[src/include/link_defines.svh]
`ifndef LINK_DEFINES_SVH
`define LINK_DEFINES_SVH

// Clock cycles per radio bit, keep at 8 or more
`define LINK_BIT_DIV 16

// First byte on air of every radio frame
`define LINK_SYNC_BYTE 8'hA5

// Payload bytes following the sync byte
`define LINK_PAYLOAD_BYTES 7

`endif

[src/rtl/frame_pkg.sv]
package frame_pkg;

    // One byte as moved over SPI
    typedef logic [7:0] spi_byte_t;

    // Radio frame, sync goes out first, then payload byte 0 in the top bits
    typedef struct packed {
        spi_byte_t   sync;
        logic [55:0] payload;
    } rf_frame_t;

endpackage

[src/rtl/link_pkg.sv]
package link_pkg;

    // Level of the rx input
    typedef enum logic {
        MODE_TX = 1'b0,
        MODE_RX = 1'b1
    } link_mode_e;

    typedef enum logic [2:0] {
        RX_HUNT    = 3'd0,
        RX_STORE   = 3'd1,
        RX_WAIT_CS = 3'd2,
        RX_XFER    = 3'd3
    } rx_state_e;

    typedef enum logic [1:0] {
        TX_IDLE     = 2'd0,
        TX_WAIT_END = 2'd1,
        TX_SEND     = 2'd2
    } tx_state_e;

    // Single-cycle pulses, except tx_run
    typedef struct packed {
        logic pkt_load;
        logic pkt_next;
        logic rx_clear;
        logic tx_load;
        logic tx_run;
    } ctrl_strobe_t;

endpackage

[src/rtl/bit_sampler.sv]
`timescale 1ns/1ps
`include "link_defines.svh"

module bit_sampler (
    input  logic clk,
    input  logic rst,
    input  logic rfin,
    output logic din,
    output logic sh_en
);

    localparam int CW = $clog2(`LINK_BIT_DIV);

    logic [1:0]    sync_q;
    logic          din_q;
    logic          edge_det;
    logic [CW-1:0] phase;

    assign din      = sync_q[1];
    assign edge_det = din ^ din_q;
    // Tick half a bit after the last transition
    assign sh_en    = (phase == CW'(`LINK_BIT_DIV / 2));

    always_ff @(posedge clk) begin
        if (!rst) begin
            sync_q <= '0;
            din_q  <= 1'b0;
            phase  <= '0;
        end else begin
            sync_q <= {sync_q[0], rfin};
            din_q  <= din;
            if (edge_det) begin
                phase <= CW'(1);
            end else if (phase == CW'(`LINK_BIT_DIV - 1)) begin
                phase <= '0;
            end else begin
                phase <= phase + 1'b1;
            end
        end
    end

    a_tick_single: assert property (@(posedge clk) disable iff (!rst) sh_en |=> !sh_en);

endmodule

[src/rtl/link_ctrl.sv]
`timescale 1ns/1ps
`include "link_defines.svh"

module link_ctrl import link_pkg::*; (
    input  logic         clk,
    input  logic         rst,
    input  link_mode_e   mode,
    input  logic         pkt_rec,
    input  logic         last,
    input  logic         byte_done,
    input  logic         tx_done,
    output ctrl_strobe_t strobe
);

    localparam logic [2:0] LAST_CNT = 3'(`LINK_PAYLOAD_BYTES - 1);

    rx_state_e  rx_state;
    tx_state_e  tx_state;
    link_mode_e mode_q;
    logic       pkt_rec_q;
    logic [2:0] rd_cnt;
    logic       mode_chg;

    assign mode_chg = (mode != mode_q);

    always_ff @(posedge clk) begin
        if (!rst) begin
            rx_state  <= RX_HUNT;
            tx_state  <= TX_IDLE;
            mode_q    <= mode;
            pkt_rec_q <= 1'b0;
            rd_cnt    <= '0;
            strobe    <= '0;
        end else begin
            mode_q          <= mode;
            pkt_rec_q       <= pkt_rec;
            strobe.pkt_load <= 1'b0;
            strobe.pkt_next <= 1'b0;
            strobe.rx_clear <= 1'b0;
            strobe.tx_load  <= 1'b0;
            if (mode_chg) begin
                // Drop whatever was in flight
                rx_state        <= RX_HUNT;
                tx_state        <= TX_IDLE;
                rd_cnt          <= '0;
                strobe.rx_clear <= 1'b1;
                strobe.tx_run   <= 1'b0;
            end else if (mode == MODE_RX) begin
                case (rx_state)
                    RX_HUNT: begin
                        rd_cnt <= '0;
                        if (pkt_rec && !pkt_rec_q) begin
                            strobe.pkt_load <= 1'b1;
                            strobe.rx_clear <= 1'b1;
                            rx_state        <= RX_STORE;
                        end
                    end
                    RX_STORE: begin
                        rx_state <= RX_WAIT_CS;
                    end
                    RX_WAIT_CS: begin
                        if (byte_done) begin
                            strobe.pkt_next <= 1'b1;
                            rx_state        <= RX_XFER;
                        end
                    end
                    RX_XFER: begin
                        if (rd_cnt == LAST_CNT) begin
                            rx_state <= RX_HUNT;
                        end else begin
                            rd_cnt   <= rd_cnt + 3'd1;
                            rx_state <= RX_WAIT_CS;
                        end
                    end
                    default: rx_state <= RX_HUNT;
                endcase
            end else begin
                case (tx_state)
                    TX_IDLE: begin
                        if (byte_done) begin
                            strobe.tx_load <= 1'b1;
                            strobe.tx_run  <= 1'b1;
                            tx_state       <= TX_SEND;
                        end
                    end
                    TX_SEND: begin
                        tx_state <= TX_WAIT_END;
                    end
                    TX_WAIT_END: begin
                        if (tx_done) begin
                            strobe.tx_run <= 1'b0;
                            tx_state      <= TX_IDLE;
                        end
                    end
                    default: tx_state <= TX_IDLE;
                endcase
            end
        end
    end

    a_load_excl: assert property (@(posedge clk) disable iff (!rst)
        !(strobe.pkt_load && strobe.tx_load));

    a_reset_quiet: assert property (@(posedge clk) !rst |=> strobe == '0);

    // Read count and store index must agree on the final byte
    a_last_match: assert property (@(posedge clk) disable iff (!rst)
        rx_state == RX_XFER |-> last == (rd_cnt == LAST_CNT));

endmodule

[src/rtl/link_top.sv]
`timescale 1ns/1ps

module link_top import link_pkg::*, frame_pkg::*; (
    input  logic clk,
    input  logic rst,
    input  logic rx,
    input  logic rfin,
    input  logic tx_hold,
    input  logic sck,
    input  logic mosi,
    input  logic cs,
    output logic pkt_rec,
    output logic miso,
    output logic tx_out
);

    link_mode_e   mode;
    ctrl_strobe_t strobe;
    rf_frame_t    frame;
    spi_byte_t    cur_byte;
    spi_byte_t    rx_byte;
    logic         din;
    logic         sh_en;
    logic         last;
    logic         byte_done;
    logic         tx_line;
    logic         tx_done;

    assign mode   = link_mode_e'(rx);
    // Hold forces the line to idle
    assign tx_out = tx_hold | tx_line;

    bit_sampler u_bit_sampler (.clk, .rst, .rfin, .din, .sh_en);

    rx_shifter u_rx_shifter (.clk, .rst, .din, .sh_en, .mode, .strobe, .frame, .pkt_rec);

    pkt_store u_pkt_store (.clk, .rst, .frame, .strobe, .cur_byte, .last);

    spi_target u_spi_target (
        .clk, .rst, .sck, .mosi, .cs,
        .tx_byte(cur_byte), .miso, .rx_byte, .byte_done
    );

    tx_serializer u_tx_serializer (
        .clk, .rst, .load(strobe.tx_load), .din(rx_byte), .line(tx_line), .done(tx_done)
    );

    link_ctrl u_link_ctrl (.clk, .rst, .mode, .pkt_rec, .last, .byte_done, .tx_done, .strobe);

endmodule

[src/rtl/pkt_store.sv]
`timescale 1ns/1ps
`include "link_defines.svh"

module pkt_store import link_pkg::*, frame_pkg::*; (
    input  logic         clk,
    input  logic         rst,
    input  rf_frame_t    frame,
    input  ctrl_strobe_t strobe,
    output spi_byte_t    cur_byte,
    output logic         last
);

    localparam logic [2:0] END_IDX = 3'(`LINK_PAYLOAD_BYTES);

    spi_byte_t  bytes_q [`LINK_PAYLOAD_BYTES];
    logic [2:0] idx;

    // Past the end reads as zero
    assign cur_byte = (idx < END_IDX) ? bytes_q[idx] : '0;
    assign last     = (idx == END_IDX - 3'd1);

    always_ff @(posedge clk) begin
        if (strobe.pkt_load) begin
            for (int i = 0; i < `LINK_PAYLOAD_BYTES; i++) begin
                bytes_q[i] <= frame.payload[8 * (`LINK_PAYLOAD_BYTES - 1 - i) +: 8];
            end
        end
    end

    always_ff @(posedge clk) begin
        if (!rst) begin
            idx <= END_IDX;
        end else if (strobe.pkt_load) begin
            idx <= '0;
        end else if (strobe.rx_clear) begin
            idx <= END_IDX;
        end else if (strobe.pkt_next && idx != END_IDX) begin
            idx <= idx + 3'd1;
        end
    end

    a_no_overread: assert property (@(posedge clk) disable iff (!rst)
        strobe.pkt_next |-> idx != END_IDX);

endmodule

[src/rtl/rx_shifter.sv]
`timescale 1ns/1ps
`include "link_defines.svh"

module rx_shifter import link_pkg::*, frame_pkg::*; (
    input  logic         clk,
    input  logic         rst,
    input  logic         din,
    input  logic         sh_en,
    input  link_mode_e   mode,
    input  ctrl_strobe_t strobe,
    output rf_frame_t    frame,
    output logic         pkt_rec
);

    // Oldest byte sits in the sync field
    assign pkt_rec = (frame.sync == `LINK_SYNC_BYTE);

    always_ff @(posedge clk) begin
        if (!rst) begin
            frame <= '0;
        end else if (strobe.rx_clear) begin
            frame <= '0;
        end else if (sh_en && mode == MODE_RX) begin
            frame <= rf_frame_t'({frame[62:0], din});
        end
    end

endmodule

[src/rtl/spi_target.sv]
`timescale 1ns/1ps

module spi_target import frame_pkg::*; (
    input  logic      clk,
    input  logic      rst,
    input  logic      sck,
    input  logic      mosi,
    input  logic      cs,
    input  spi_byte_t tx_byte,
    output logic      miso,
    output spi_byte_t rx_byte,
    output logic      byte_done
);

    logic [2:0] sck_r;
    logic [2:0] cs_r;
    logic [1:0] mosi_r;
    logic       sck_rise;
    logic       sck_fall;
    logic       cs_rise;
    logic       cs_fall;
    logic       active;
    logic [3:0] bit_cnt;
    spi_byte_t  rx_sh;
    spi_byte_t  tx_sh;

    // Bit 2 of each chain is the previous synchronized value
    assign sck_rise = sck_r[1] & ~sck_r[2];
    assign sck_fall = ~sck_r[1] & sck_r[2];
    assign cs_rise  = cs_r[1] & ~cs_r[2];
    assign cs_fall  = ~cs_r[1] & cs_r[2];
    assign active   = ~cs_r[1];

    // Delayed cs so the captured byte is in place first
    assign miso = ~cs_r[2] & tx_sh[7];

    always_ff @(posedge clk) begin
        if (!rst) begin
            sck_r     <= '0;
            cs_r      <= '1;
            mosi_r    <= '0;
            bit_cnt   <= '0;
            byte_done <= 1'b0;
        end else begin
            sck_r     <= {sck_r[1:0], sck};
            cs_r      <= {cs_r[1:0], cs};
            mosi_r    <= {mosi_r[0], mosi};
            byte_done <= cs_rise & bit_cnt[3];
            if (cs_fall) begin
                bit_cnt <= '0;
            end else if (sck_rise && active && !bit_cnt[3]) begin
                bit_cnt <= bit_cnt + 4'd1;
            end
        end
    end

    always_ff @(posedge clk) begin
        if (cs_fall) begin
            tx_sh <= tx_byte;
        end else if (sck_fall && active) begin
            tx_sh <= {tx_sh[6:0], 1'b0};
        end
        if (sck_rise && active) begin
            rx_sh <= {rx_sh[6:0], mosi_r[1]};
        end
        if (cs_rise && bit_cnt[3]) begin
            rx_byte <= rx_sh;
        end
    end

endmodule

[src/rtl/tx_serializer.sv]
`timescale 1ns/1ps
`include "link_defines.svh"

module tx_serializer import frame_pkg::*; (
    input  logic      clk,
    input  logic      rst,
    input  logic      load,
    input  spi_byte_t din,
    output logic      line,
    output logic      done
);

    localparam int TW = $clog2(`LINK_BIT_DIV);

    spi_byte_t     shreg;
    logic [TW-1:0] timer;
    logic [2:0]    bit_cnt;
    logic          busy;
    logic          bit_end;

    assign bit_end = busy && (timer == '0);

    always_ff @(posedge clk) begin
        if (!rst) begin
            line    <= 1'b1;
            done    <= 1'b0;
            busy    <= 1'b0;
            timer   <= '0;
            bit_cnt <= '0;
        end else begin
            done <= 1'b0;
            if (load) begin
                // Bit 0 goes out right away
                line    <= din[0];
                busy    <= 1'b1;
                timer   <= TW'(`LINK_BIT_DIV - 1);
                bit_cnt <= '0;
            end else if (bit_end) begin
                timer   <= TW'(`LINK_BIT_DIV - 1);
                bit_cnt <= bit_cnt + 3'd1;
                if (bit_cnt == 3'd7) begin
                    line <= 1'b1;
                    busy <= 1'b0;
                    done <= 1'b1;
                end else begin
                    line <= shreg[0];
                end
            end else if (busy) begin
                timer <= timer - 1'b1;
            end
        end
    end

    // Ones fill in from the top
    always_ff @(posedge clk) begin
        if (load) begin
            shreg <= {1'b1, din[7:1]};
        end else if (bit_end) begin
            shreg <= {1'b1, shreg[7:1]};
        end
    end

endmodule

[config.mk]
export PLATFORM = sky130hd
export DESIGN_NAME = link_top
export DESIGN_NICKNAME = d
export VERILOG_FILES = /design/src/rtl/frame_pkg.sv /design/src/rtl/link_pkg.sv /design/src/rtl/bit_sampler.sv /design/src/rtl/link_ctrl.sv /design/src/rtl/link_top.sv /design/src/rtl/pkt_store.sv /design/src/rtl/rx_shifter.sv /design/src/rtl/spi_target.sv /design/src/rtl/tx_serializer.sv
export VERILOG_INCLUDE_DIRS = /design/src /design/src/include
export SDC_FILE = /design/constraint.sdc
export NUM_CORES = 1
export LEC_CHECK = 0
export ABC_AREA = 1
export BUFFER_PORTS_ARGS = -buffer_cell sky130_fd_sc_hd__buf_4
export CAP_MARGIN = 20
export CORE_MARGIN = 2
export CORE_UTILIZATION = 67
export DETAILED_ROUTE_END_ITERATION = 12
export PLACE_DENSITY = 0.84
export SLEW_MARGIN = 20
export SYNTH_ARGS = -nofsm -noshare
export SYNTH_HDL_FRONTEND = slang
export SYNTH_HIERARCHICAL = 1
export SYNTH_SLANG_ARGS = --single-unit
[constraint.sdc]
create_clock -name clk -period 3.9 [get_ports clk]
set_input_delay 0.78 -clock clk [delete_from_list [all_inputs] [get_ports clk]]
set_output_delay 0.78 -clock clk [all_outputs]
set_load 0.005 [all_outputs]
# ---- Word-level counts from Yosys, hierarchy flattened
# Memory sizes are Yosys's and may differ from the RTL's. A register that Yosys moved wholly into a read port is not among the register bits.
# Cells that the tools add are included.
dict set report totals {
  reg_bits 142
  mem_bits_rw 56
  out_inout_bits 3
  wordCells 143
  mem_count 1
}
# memory words width read_ports rd_ports_with_merged_regs write_ports line_no
set memory_table {}
lappend memory_table {u_pkt_store.bytes_q 7 8 1 1 7 pkt_store.sv:15} ;# spi_byte_t bytes_q [`LINK_PAYLOAD_BYTES];
dict set report op_classes {
  addsub 6
  order_cmp 1
  eq_ne 17
  mux 39
  bitwise_logic 17
  reduce_logical 32
}
# cell count
set ops {}
lappend ops {{3-bit two-way mux} 8}
lappend ops {{8-bit two-way mux} 3}
lappend ops {{1-bit two-way mux} 16}
lappend ops {{7-bit two-way mux} 2}
lappend ops {{4-bit two-way mux} 3}
lappend ops {{3-bit one-hot mux with 4 select lines} 1}
lappend ops {{3-bit by 1-bit adder with 3-bit output (second input constant)} 3}
lappend ops {{1-bit inverter} 9}
lappend ops {{3-bit AND reduction} 3}
lappend ops {{3-bit OR reduction} 3}
lappend ops {{4-bit by 1-bit adder with 4-bit output (second input constant)} 2}
lappend ops {{4-bit == test (second input constant)} 2}
lappend ops {{8-bit == test (second input constant)} 1}
lappend ops {{1-bit logical AND} 8}
lappend ops {{2-bit two-way mux} 4}
lappend ops {{2-bit != test (second input constant)} 4}
lappend ops {{2-bit nonzero test} 4}
lappend ops {{2-bit OR reduction} 4}
lappend ops {{4-bit OR reduction} 2}
lappend ops {{1-bit bitwise AND} 6}
lappend ops {{3-bit by 2-bit == test with 1-bit output (second input constant)} 2}
lappend ops {{3-bit == test (second input constant)} 2}
lappend ops {{2-bit one-hot mux with 3 select lines} 1}
lappend ops {{3-bit one-hot mux with 2 select lines} 1}
lappend ops {{16 further kinds} 18}

# ---- Logic depth before layout (Yosys ltp)
dict set report depth {
  word_depth 7
  ltp_mapped 10
  ltp_nobuf 9
}

# ---- Hierarchy
# Netlist, hierarchy kept.
# module instances cells_each area_each_um2
set by_module_without_submodules {}
lappend by_module_without_submodules {pkt_store 1 251 2668.8}
lappend by_module_without_submodules {rx_shifter 1 415 2662.6}
lappend by_module_without_submodules {spi_target 1 113 1307.5}
lappend by_module_without_submodules {tx_serializer 1 91 784.5}
lappend by_module_without_submodules {link_ctrl 1 90 660.6}
lappend by_module_without_submodules {bit_sampler 1 38 296.5}
lappend by_module_without_submodules {link_top 1 3 11.3}

# ---- Least setup slack after synthesis
# Ideal clock, no wire load.
dict set report synth_timing {
  path_kind {register to register}
  start {reg, netlist name u_link_ctrl/strobe[4]}
  end {reg with a tool-made name}
  setup_ps 128
  arrival_ps 1955
  required_ps 3772
  path_slack_ps 1817
  path_stages_with_launch 4
  period_less_slack_ps 2083
  cell_sequence {dfxtp_1 nor2_1 o21ai_0 nand3_1}
}

# ---- Final worst setup path
dict set report layout_timing {
  start {reg, netlist name u_rx_shifter/frame[56]}
  end {out pkt_rec}
}
dict set report layout_between {
  elab_chain_cells 1
}
# item line_no
set layout_lines {}
lappend layout_lines {{8-bit == test (no line)} -}
lappend layout_lines {{to (decl)} link_top.sv:12} ;# output logic pkt_rec,
# No other way between the ends.

==> impl_metrics.py <==
metrics = {
    "pwr": {
        "p_leak_nw": 4.43,
        "power.clock.fraction": 0.423,
        "pwr-share-seq": 0.534,
        "swShare": 0.225,
        "p_comb_frac": 0.042,
        "p_int_w": 0.00320,
        "p_sw_w": 0.000929,
        "ir_drop_mv": 0.414,
        "power_density_nw_per_um2": 457,
    },
    "global_route": {
        "grt.total_usage": 0.250,
        "grt_pass1_wl_mm": 26.1,
        "antenna_found_initial": 0,
        "grt_pass1_vias": 5600,
        "gr-total-overflow": 0,
        "grt_max_degree": 97,
    },
    "placement": {
        "place_congestion": 0.852,
        "portBuffers": 10,
        "dpl.hpwl_mm": 9.42,
    },
    "worst_setup_path": {
        "critPathKind": "reg -> out",
        "critPathMostFrequentCell": "nand2_1",
        "start_kind": "flop",
        "arrival_ns": 1.42,
        "cp_slowest_cell": "dfxtp_1",
        "worstPathMaxFanout": 4,
        "crit_chain": "nand2_1 > inv_1 > nand2_1 > nor2_1 > buf_4",
        "setup.worst_path.end_class": "output port",
        "slowest_delay_ns": 0.36,
        "required_ns": 3.12,
    },
    "clock_network": {
        "tritoncts": "yes",
        "postCtsSetupRepairBufs": 0,
        "insertion_delay_ns": 0.43,
        "htreeDepth": 4,
        "cts-resized-gates": 0,
        "clk_pin_slew_ns": 0.07,
        "cts_buffers": 17,
        "clock-root-buffer": "clkbuf_16",
        "clockBufferDepth": 2,
        "cts.sinks": 200,
        "holdBufCountCts": 0,
    },
    "hold_path": {
        "hold_path_class": "reg -> reg",
    },
    "logic_synthesis": {
        "syn-cell-area_um2": 8340,
        "syn-num-nets": 1013,
        "synth_area_per_cell_um2": 8.40,
        "synth_warnings": 6,
        "syn_inst": 993,
    },
    "routing": {
        "drt_wl_total_mm": 15.4,
        "vias": 5872,
        "viasPerCell": 4.99,
        "dr.pass1.iters": 7,
        "drtAntennaViolNets": 0,
        "wl_per_cell_um": 13.1,
        "drt_iter0_drc": 604,
        "drc_errors": 0,
    },
    "sta": {
        "setup_viol": 0,
        "timing.setup.tns_ns": 0,
        "tightest_slew_ns": 1.04,
        "slew_headroom": 0.302,
        "rsz0062_at_grt": "no",
        "hold_slack_ns": 0.415,
        "fin_crit_ns": 2.20,
        "max_freq_mhz": 454,
        "drv_slew": 0,
        "min_period_over_period": 0.565,
        "finalHoldViolCount": 0,
        "finClkSkew_ns": 0.0111,
    },
    "die": {
        "fp.dieW_um": 116,
        "dieHeight_um": 116,
        "core_area_um2": 12100,
        "die-area_um2": 13400,
        "ios": 11,
        "start_util": 0.692,
        "num_rows": 40,
    },
    "cells_and_area": {
        "nets": 1015,
        "area_delta_synth_final_pct": 8.32,
        "diodes": 0,
        "layout-drive-gt1-share": 0.0823,
        "fillerInstances": 833,
    },
    "flow_run": {
        "cap_violations": 0,
    },
    "outcome": {
        "status": "finished, final reports clean",
    },
}
## worst max-delay path, delay by kind of cell (launching register included)
| kind | cells | cell delay (ns) |
|---|---|---|
| and+or+nand+nor | 3 | 0.40 |
| DFF | 1 | 0.36 |
| buffers and inverters | 2 | 0.23 |
## cell type report
class,count,area (µm²),share of cell area
well taps,168,210,0.0233
multi-input cells,601,2620,0.290
clock inverters,11,93.8,0.0104
repair buffers,15,113,0.0125
flip-flops and latches,200,4880,0.540
inverters,160,609,0.0674
clock buffers,21,514,0.0569
## path summary, 6_finish.rpt
kind | startpoint | slack (ns) | cells past startpoint | endpoint
worst max-delay path | u_rx_shifter/frame[56] | 1.70 | 5 | pkt_rec
worst min-delay path | u_spi_target/mosi_r[1] | 0.42 | 0 | u_spi_target/rx_sh[0]
worst max register to register | u_bit_sampler/phase[0] | 1.72 | 9 | u_rx_shifter/frame[19]
worst min register to register | u_spi_target/mosi_r[1] | 0.42 | 0 | u_spi_target/rx_sh[0]
## cells in the final DEF (no fill, tap or decap), types with 2 or more instances in the layout
| cell type | count |
|---|---|
| nand2_2 | 10 |
| clkbuf_16 | 20 |
| inv_2 | 8 |
| clkinv_4 | 3 |
| inv_6 | 2 |
| buf_4 | 15 |
| nor2_1 | 181 |
| nor3_1 | 3 |
| dfxtp_1 | 112 |
| clkinv_2 | 2 |
| or2_2 | 2 |
| o21ai_0 | 9 |
| edfxtp_1 | 87 |
| ha_1 | 12 |
| nor2_2 | 3 |
| inv_8 | 3 |
| nand4_1 | 5 |
| inv_4 | 3 |
| inv_1 | 148 |
| a21oi_1 | 18 |
| nand3_1 | 45 |
| nor2_4 | 2 |
| a21boi_0 | 2 |
| nand2_1 | 289 |
| nand2_4 | 3 |
| o21ai_1 | 4 |
## metrics by stage
step                      power [W]   util  instances  setup WS, ns  cell area, µm²
after floorplan             0.00239      -        993          1.82            8340
after global placement      0.00242  0.699       1144          1.62            8430
after detailed placement    0.00242  0.699       1144          1.57            8430
after CTS                   0.00416  0.749       1176          1.67            9040
after global routing        0.00427  0.749       1176          1.49            9040
final                       0.00413  0.749       1176          1.70            9040
## metal layers
layer,wire [µm],global-route usage,vias up
met1,7160,0.347,2686
met2,7320,0.393,137
met5,0,0,-
met3,731,0.0622,15
li1,-,-,3034
met4,178,0.0723,0
## flip-flops by register name (all words and copies together) (netlist names), 7 cells and up, named ones only
name / flops
u_pkt_store/bytes_q: 56
u_rx_shifter/frame: 64
u_spi_target/rx_byte: 8
u_spi_target/rx_sh: 8
u_spi_target/tx_sh: 8
u_tx_serializer/shreg: 7
## power by group through the flow
stage | sequential [W] | combinational, W | clock (W)
3_3_place_gp | 0.00225 | 0.000164 | 0
3_5_place_dp | 0.00225 | 0.000169 | 0
6_report | 0.00221 | 0.000175 | 0.00175
5_1_grt | 0.00221 | 0.000197 | 0.00186
2_1_floorplan | 0.00224 | 0.000142 | 0
4_1_cts | 0.00221 | 0.000173 | 0.00178
(Power assumes the default switching activity.)
